File: src/rtl/spin_link_defines.svh
`ifndef SPIN_LINK_DEFINES_SVH
`define SPIN_LINK_DEFINES_SVH

// Spin vector width from the analog macro
`define SPIN_NUM 64

// Maximum synchronizer stages
`define SYNC_DEPTH 3

// Receive buffer entries
`define RX_DEPTH 4

// Credit counter width, must hold RX_DEPTH
`define CREDIT_W 3

// Stage select width, covers 0 to SYNC_DEPTH
`define PIPE_SEL_W 2

`endif

File: src/rtl/spin_pkg.sv
`include "spin_link_defines.svh"

package spin_pkg;

    // One spin vector as seen by the digital side
    typedef logic [`SPIN_NUM-1:0] spin_t;

    // Read and write pointers of the receive buffer
    typedef logic [1:0] rx_ptr_t;

    // Credits held by the transmitter
    typedef logic [`CREDIT_W-1:0] credit_t;

endpackage

File: src/rtl/ctrl_pkg.sv
`include "spin_link_defines.svh"

package ctrl_pkg;

    // Number of synchronizer stages in use
    typedef logic [`PIPE_SEL_W-1:0] pipe_sel_t;

    // Synchronizer behaviour
    typedef enum logic {
        SYNC_ONESHOT = 1'b0,
        SYNC_CONT    = 1'b1
    } sync_mode_e;

    // Transmitter FSM
    typedef enum logic [1:0] {
        SETTLE      = 2'b01,
        WAIT_CREDIT = 2'b10,
        IDLE        = 2'b00
    } tx_state_e;

endpackage

File: src/rtl/step_counter.sv
`timescale 1ns/1ps

module step_counter (
    input  logic                clk_i,
    input  logic                rst_n_i,
    input  logic                en_i,
    input  logic                load_i,
    input  ctrl_pkg::pipe_sel_t d_i,
    input  logic                step_i,
    output ctrl_pkg::pipe_sel_t q_o,
    output logic                done_o
);
    ctrl_pkg::pipe_sel_t count_q;
    logic                active_q;

    // Counter runs only between a load and its run-out
    always_ff @(posedge clk_i) begin
        if (!rst_n_i) begin
            count_q  <= '0;
            active_q <= 1'b0;
        end else if (en_i) begin
            if (load_i) begin
                count_q  <= d_i;
                active_q <= 1'b1;
            end else if (active_q && step_i) begin
                if (count_q == '0) begin
                    active_q <= 1'b0;
                end else begin
                    count_q <= count_q - 1'b1;
                end
            end
        end
    end

    // Run-out flag, a load of zero fires on the next enabled cycle
    assign done_o = en_i & active_q & step_i & (count_q == '0);
    assign q_o    = count_q;

endmodule

File: src/rtl/analog_tx.sv
`timescale 1ns/1ps
`include "spin_link_defines.svh"

module analog_tx (
    input  logic                 clk_i,
    input  logic                 rst_n_i,
    input  logic                 en_i,
    input  logic                 cfg_load_i,
    input  ctrl_pkg::pipe_sel_t  cfg_pipe_sel_i,
    input  ctrl_pkg::sync_mode_e cfg_mode_i,
    input  spin_pkg::spin_t      spin_i,
    input  logic                 cmpt_finish_i,
    input  logic                 credit_return_i,
    output logic                 push_o,
    output spin_pkg::spin_t      push_spin_o,
    output logic                 idle_o,
    output logic                 overrun_o
);
    ctrl_pkg::pipe_sel_t                 pipe_sel_q;
    ctrl_pkg::sync_mode_e                mode_q;
    ctrl_pkg::tx_state_e                 state_q;
    ctrl_pkg::tx_state_e                 state_d;
    spin_pkg::credit_t                   credit_q;
    spin_pkg::spin_t                     pending_q;
    spin_pkg::spin_t                     sel_spin;
    spin_pkg::spin_t [`SYNC_DEPTH:1]     sync_q;
    spin_pkg::spin_t [`SYNC_DEPTH:0]     chain;
    logic            [`SYNC_DEPTH-1:1]   pulse_q;
    logic            [`SYNC_DEPTH-1:0]   pulse_chain;
    logic                                finish_q;
    logic                                finish_edge;
    logic                                accept;
    logic                                count_done;

    always_ff @(posedge clk_i) begin
        if (!rst_n_i) begin
            pipe_sel_q <= ctrl_pkg::pipe_sel_t'(`SYNC_DEPTH - 1);
            mode_q     <= ctrl_pkg::SYNC_ONESHOT;
        end else if (en_i && cfg_load_i) begin
            pipe_sel_q <= cfg_pipe_sel_i;
            mode_q     <= cfg_mode_i;
        end
    end

    // Rising edge of the finish line
    always_ff @(posedge clk_i) begin
        if (!rst_n_i) begin
            finish_q <= 1'b0;
        end else if (en_i) begin
            finish_q <= cmpt_finish_i;
        end
    end

    assign finish_edge = en_i & cmpt_finish_i & ~finish_q;
    // A new edge is taken when idle or while the waiting word leaves
    assign accept      = finish_edge & ((state_q == ctrl_pkg::IDLE) | push_o);

    // Stage 0 is the raw analog input
    assign chain       = {sync_q, spin_i};
    assign pulse_chain = {pulse_q, accept};

    always_ff @(posedge clk_i) begin
        if (!rst_n_i) begin
            pulse_q <= '0;
        end else if (en_i) begin
            pulse_q <= pulse_chain[`SYNC_DEPTH-2:0];
        end
    end

    // One-shot follows the pulse chain while continuous shifts every cycle
    always_ff @(posedge clk_i) begin
        if (en_i) begin
            for (int i = 1; i <= `SYNC_DEPTH; i++) begin
                if (mode_q == ctrl_pkg::SYNC_CONT || pulse_chain[i-1]) begin
                    sync_q[i] <= chain[i-1];
                end
            end
        end
    end

    assign sel_spin = chain[pipe_sel_q];

    step_counter u_step_counter (
        .clk_i   (clk_i),
        .rst_n_i (rst_n_i),
        .en_i    (en_i),
        .load_i  (accept),
        .d_i     (pipe_sel_q),
        .step_i  (state_q == ctrl_pkg::SETTLE),
        .q_o     (),
        .done_o  (count_done)
    );

    always_comb begin
        state_d = state_q;
        case (state_q)
            ctrl_pkg::IDLE: begin
                if (accept) state_d = ctrl_pkg::SETTLE;
            end
            ctrl_pkg::SETTLE: begin
                if (count_done) state_d = ctrl_pkg::WAIT_CREDIT;
            end
            ctrl_pkg::WAIT_CREDIT: begin
                if (push_o) state_d = accept ? ctrl_pkg::SETTLE : ctrl_pkg::IDLE;
            end
            default: state_d = ctrl_pkg::IDLE;
        endcase
    end

    always_ff @(posedge clk_i) begin
        if (!rst_n_i) begin
            state_q <= ctrl_pkg::IDLE;
        end else if (en_i) begin
            state_q <= state_d;
        end
    end

    // Word taken at run-out
    always_ff @(posedge clk_i) begin
        if (en_i && state_q == ctrl_pkg::SETTLE && count_done) begin
            pending_q <= sel_spin;
        end
    end

    // Returns keep counting while disabled since the buffer drains on its own
    always_ff @(posedge clk_i) begin
        if (!rst_n_i) begin
            credit_q <= spin_pkg::credit_t'(`RX_DEPTH);
        end else if (push_o && !credit_return_i) begin
            credit_q <= credit_q - 1'b1;
        end else if (!push_o && credit_return_i) begin
            credit_q <= credit_q + 1'b1;
        end
    end

    always_ff @(posedge clk_i) begin
        if (!rst_n_i) begin
            overrun_o <= 1'b0;
        end else if (en_i && cfg_load_i) begin
            overrun_o <= 1'b0;
        end else if (finish_edge && !accept) begin
            overrun_o <= 1'b1;
        end
    end

    assign push_o      = en_i & (state_q == ctrl_pkg::WAIT_CREDIT) & (credit_q != '0);
    assign push_spin_o = pending_q;
    assign idle_o      = (state_q == ctrl_pkg::IDLE);

endmodule

File: src/rtl/spin_rx_buffer.sv
`timescale 1ns/1ps
`include "spin_link_defines.svh"

module spin_rx_buffer (
    input  logic            clk_i,
    input  logic            rst_n_i,
    input  logic            push_i,
    input  spin_pkg::spin_t push_spin_i,
    input  logic            pop_i,
    output spin_pkg::spin_t spin_o,
    output logic            valid_o,
    output logic            full_o,
    output logic            credit_return_o
);
    spin_pkg::spin_t       mem [`RX_DEPTH];
    spin_pkg::rx_ptr_t     wr_ptr_q;
    spin_pkg::rx_ptr_t     rd_ptr_q;
    logic [`CREDIT_W-1:0]  occ_q;
    logic                  pop_ok;

    // Pops on an empty buffer are dropped
    assign pop_ok = pop_i & valid_o;

    // Credits guarantee a free slot on every push
    always_ff @(posedge clk_i) begin
        if (push_i) begin
            mem[wr_ptr_q] <= push_spin_i;
        end
    end

    always_ff @(posedge clk_i) begin
        if (!rst_n_i) begin
            wr_ptr_q <= '0;
        end else if (push_i) begin
            if (wr_ptr_q == spin_pkg::rx_ptr_t'(`RX_DEPTH - 1)) begin
                wr_ptr_q <= '0;
            end else begin
                wr_ptr_q <= wr_ptr_q + 1'b1;
            end
        end
    end

    always_ff @(posedge clk_i) begin
        if (!rst_n_i) begin
            rd_ptr_q <= '0;
        end else if (pop_ok) begin
            if (rd_ptr_q == spin_pkg::rx_ptr_t'(`RX_DEPTH - 1)) begin
                rd_ptr_q <= '0;
            end else begin
                rd_ptr_q <= rd_ptr_q + 1'b1;
            end
        end
    end

    // Occupancy, push and pop together leave it unchanged
    always_ff @(posedge clk_i) begin
        if (!rst_n_i) begin
            occ_q <= '0;
        end else if (push_i && !pop_ok) begin
            occ_q <= occ_q + 1'b1;
        end else if (!push_i && pop_ok) begin
            occ_q <= occ_q - 1'b1;
        end
    end

    // One credit back per popped entry
    always_ff @(posedge clk_i) begin
        if (!rst_n_i) begin
            credit_return_o <= 1'b0;
        end else begin
            credit_return_o <= pop_ok;
        end
    end

    assign spin_o  = mem[rd_ptr_q];
    assign valid_o = (occ_q != '0);
    assign full_o  = (occ_q == `CREDIT_W'(`RX_DEPTH));

endmodule

File: src/rtl/spin_link_top.sv
`timescale 1ns/1ps

module spin_link_top (
    input  logic                 clk_i,
    input  logic                 rst_n_i,
    input  logic                 en_i,
    input  logic                 cfg_load_i,
    input  ctrl_pkg::pipe_sel_t  cfg_pipe_sel_i,
    input  ctrl_pkg::sync_mode_e cfg_mode_i,
    input  spin_pkg::spin_t      spin_i,
    input  logic                 cmpt_finish_i,
    input  logic                 spin_pop_i,
    output spin_pkg::spin_t      spin_o,
    output logic                 spin_valid_o,
    output logic                 buffer_full_o,
    output logic                 tx_idle_o,
    output logic                 overrun_o
);
    // Credit link between transmitter and buffer
    logic            push;
    spin_pkg::spin_t push_spin;
    logic            credit_return;

    analog_tx u_analog_tx (
        .clk_i           (clk_i),
        .rst_n_i         (rst_n_i),
        .en_i            (en_i),
        .cfg_load_i      (cfg_load_i),
        .cfg_pipe_sel_i  (cfg_pipe_sel_i),
        .cfg_mode_i      (cfg_mode_i),
        .spin_i          (spin_i),
        .cmpt_finish_i   (cmpt_finish_i),
        .credit_return_i (credit_return),
        .push_o          (push),
        .push_spin_o     (push_spin),
        .idle_o          (tx_idle_o),
        .overrun_o       (overrun_o)
    );

    // Drain side pops straight from the buffer head
    spin_rx_buffer u_spin_rx_buffer (
        .clk_i           (clk_i),
        .rst_n_i         (rst_n_i),
        .push_i          (push),
        .push_spin_i     (push_spin),
        .pop_i           (spin_pop_i),
        .spin_o          (spin_o),
        .valid_o         (spin_valid_o),
        .full_o          (buffer_full_o),
        .credit_return_o (credit_return)
    );

endmodule

File: config.mk
export PLATFORM = sky130hd
export DESIGN_NAME = spin_link_top
export DESIGN_NICKNAME = d
export VERILOG_FILES = /design/src/rtl/spin_pkg.sv /design/src/rtl/ctrl_pkg.sv /design/src/rtl/step_counter.sv /design/src/rtl/analog_tx.sv /design/src/rtl/spin_rx_buffer.sv /design/src/rtl/spin_link_top.sv
export VERILOG_INCLUDE_DIRS = /design/src /design/src/rtl
export SDC_FILE = /design/constraint.sdc
export NUM_CORES = 1
export LEC_CHECK = 0
export BUFFER_PORTS_ARGS = -buffer_cell sky130_fd_sc_hd__buf_2
export CAP_MARGIN = 10
export CORE_ASPECT_RATIO = 1.2
export CORE_MARGIN = 2
export CORE_UTILIZATION = 60
export CTS_BUF_LIST = sky130_fd_sc_hd__clkbuf_4 sky130_fd_sc_hd__clkbuf_8 sky130_fd_sc_hd__clkbuf_16
export DETAILED_ROUTE_END_ITERATION = 8
export GPL_ROUTABILITY_DRIVEN = 1
export MAX_ROUTING_LAYER = met4
export PLACE_DENSITY_LB_ADDON = 0.12
export SLEW_MARGIN = 20
export SYNTH_ARGS = -nofsm -noshare
export SYNTH_HDL_FRONTEND = slang
export SYNTH_SLANG_ARGS = --single-unit
File: constraint.sdc
create_clock -name clk_i -period 5 [get_ports clk_i]
set_clock_uncertainty 0.05 [all_clocks]
set_input_delay 0.5 -clock clk_i [delete_from_list [all_inputs] [get_ports clk_i]]
set_output_delay 0.5 -clock clk_i [all_outputs]
set_load 0.005 [all_outputs]
==> results.yml <==
route:
  vias_per_cell: 6.07
  drc: 0
  drt_first_pass_iters: 5
  vias: 8595
  antenna_left: 0
  initialDrtViolationCount: 744
  routed_wl_um: 35900
  drt-wirelength-per-cell_um: 25.3
place:
  portBuffers: 140
  placed_area_sq_mm: 0.0208
  place_congestion: 0.769
  hpwl_um: 20400
floorplanning:
  die_width_um: 169
  io_pins: 141
  dieArea_sq_mm: 0.0342
  rows: 72
  start_util_pct: 60.9
  core-area_sq_mm: 0.0323
  dieHeight_um: 202
run_status:
  status: "finished clean"
clock_network:
  numCtsBuffers: 49
  ctsHoldBuffers: 0
  cts-resized-gates: 0
  cts_tree: "done"
  clkSlewWorstSetupHoldPaths_ps: 60
  insertion_delay_ps: 540
  cts_setup_buffers: 0
  clockRootBuffer: "clkbuf_16"
  htree_num_levels: 2
  clock_path_buffers: 3
  clock_sinks: 537
cells_and_area:
  fillCellCount: 1986
  fin_nets: 1053
  drive_above_1_share_pct: 36.6
  area_delta_synth_final_pct: 13.3
  final_area_sq_mm: 0.0223
worst_setup_path:
  cp.required_ps: 4450
  crit_path_end_kind: "output pin"
  arrival_ps: 2750
  worstReg2RegEnd: "u_spin_rx_buffer.occ_q[2]"
  worstPathMaxFanout: 44
  rr_worst_depth: 8
  crit_path_start_kind: "flop"
  worstSetupPathType: "reg2out"
  r2r_setup_slack_ps: 2440
  r2r_start: "u_analog_tx.state_q[1]"
  endpoint: "spin_o[34]"
timing:
  post-route-min-period_ps: 3300
  tightest_slew_ps: 1060
  hold_viol: 0
  finalSetupTns_ps: 0
  fin_crit_sh_pct: 66.1
  fmax_mhz: 303
  finalSetupViolations: 0
  grt_setup_unrepaired: "false"
  slew_viol_final: 0
  slew_headroom_pct: 29.1
synthesis:
  synth_ff_type: "edfxtp_1"
  synth_seq_cells: 537
  synth_top_area_share_pct: 78.2
  synthCells: 805
  yosysSeqAreaShare_pct: 80.8
  yosysMostFrequentCell: "edfxtp_1"
  synth.avg_cell_area_sq_um: 24.4
  ys_warn_count: 0
  postSynth.asyncResetShare_pct: 0
  yosys-top-cells-count: "edfxtp_1 (512), mux4_2 (128), dfxtp_1 (25)"
  synth_area_leaders: "edfxtp_1 (78%), mux4_2 (15%), dfxtp_1 (2.5%)"
  syn-num-nets: 888
  synth_cell_types: 33
  synth_area_leader_cell: "edfxtp_1"
  synth.cell_area_sq_mm: 0.0197
  synth_edf_count: 512
global_route:
  grt_max_degree: 67
  antenna_found_initial: 4
  grt_use_total_pct: 22.4
  grt_pass1_wl_um: 55500
  grt_pass1_vias: 9358
  overflow: 0
power_and_ir_drop:
  ir_worst_vdd_mv: 0.286
  leakage_nw: 7.20
  power_density_mw_per_mm2: 434
min_path:
  hold_class: "in2reg"
  hold_depth: 1
run:
  drv_cap: 0
## sequential cells by signal, summed over array words and instances, names as in the netlist, 2 cells and up, named ones only
signal                          flops
u_analog_tx.push_spin_o            64
u_analog_tx.pipe_sel_q              2
u_analog_tx.u_step_counter.q_o      2
u_analog_tx.state_q                 2
u_spin_rx_buffer.mem              256
u_spin_rx_buffer.occ_q              3
u_spin_rx_buffer.wr_ptr_q           2
u_analog_tx.credit_q                3
u_spin_rx_buffer.rd_ptr_q           2
u_analog_tx.pulse_q                 2
u_analog_tx.chain                 192
## worst min path at each step
stage	from	end	slack, ps
6_report	spin_i[9]	u_analog_tx.chain[73]	90
3_5_place_dp	u_analog_tx.chain[168]	u_analog_tx.chain[232]	380
2_1_floorplan	u_analog_tx.chain[128]	u_analog_tx.chain[192]	370
4_1_cts	spin_i[54]	u_analog_tx.chain[118]	60
5_1_grt	spin_i[54]	u_analog_tx.chain[118]	70
3_3_place_gp	u_analog_tx.chain[163]	u_analog_tx.chain[227]	380
## per-layer routing
metal  part of all wire, %  track usage, %  up-vias
met1                    41            30.1     4540
met4                   2.0            6.04        0
met3                   5.5            4.33       56
met5                     0               -        -
met2                    51            36.1      273
li1                      -               -     3726
## metrics by stage
step / util, % / worst slack, ps / hold slack, ps / instances / power, W
after floorplan: - / 1070 / 371 / 805 / 0.00589
after global placement: 64.3 / 2170 / 378 / 1326 / 0.00623
after detailed placement: 64.3 / 2140 / 377 / 1326 / 0.00626
after CTS: 69.0 / 1560 / 64.7 / 1411 / 0.00977
after global routing: 69.0 / 1430 / 68.8 / 1415 / 0.0100
final: 69.0 / 1700 / 94.5 / 1415 / 0.00966
## report_power, final
part	total, W	internal (W)	switching (W)
Combinational	0.000913	0.000553	0.000360
Sequential	0.00522	0.00501	0.000210
Clock	0.00352	0.00202	0.00150
Total	0.00966	0.00759	0.00207
## final cells by class
type | count | area, sq um | area share [%]
Clock buffer | 62 | 1320 | 5.95
Multi-Input combinational cell | 224 | 3560 | 16.0
Tap cell | 407 | 509 | 2.29
Inverter | 13 | 50.0 | 0.225
Timing Repair Buffer | 145 | 738 | 3.32
Clock inverter | 23 | 180 | 0.809
Antenna cell | 4 | 10.0 | 0.0450
Sequential cell | 537 | 15900 | 71.4
## layout by cell type, fill, tap and decap left out, drive strengths merged, types with 11 or more instances in the layout
master  count
a21oi      14
buf       145
clkbuf     62
clkinv     21
dfxtp      25
edfxtp    512
inv        12
mux4      128
nand2      11
nor2       19
## logic make-up after synthesis
logic type | synth area share (%)
AO/OA/AOI/OAI | 0.751
XOR/XNOR | 0.223
buffers and inverters | 1.26
AND/OR/NAND/NOR | 1.36
adder cells (fa/ha/maj) | 0.713
multiplexers | 14.9
flip-flops | 80.8
## critical path: stages, from the launching register on
cell and delay (ps):
dfxtp_4 950, buf_4 520, mux4_2 560, buf_2 140
Power figures use the tool's default switching activity.
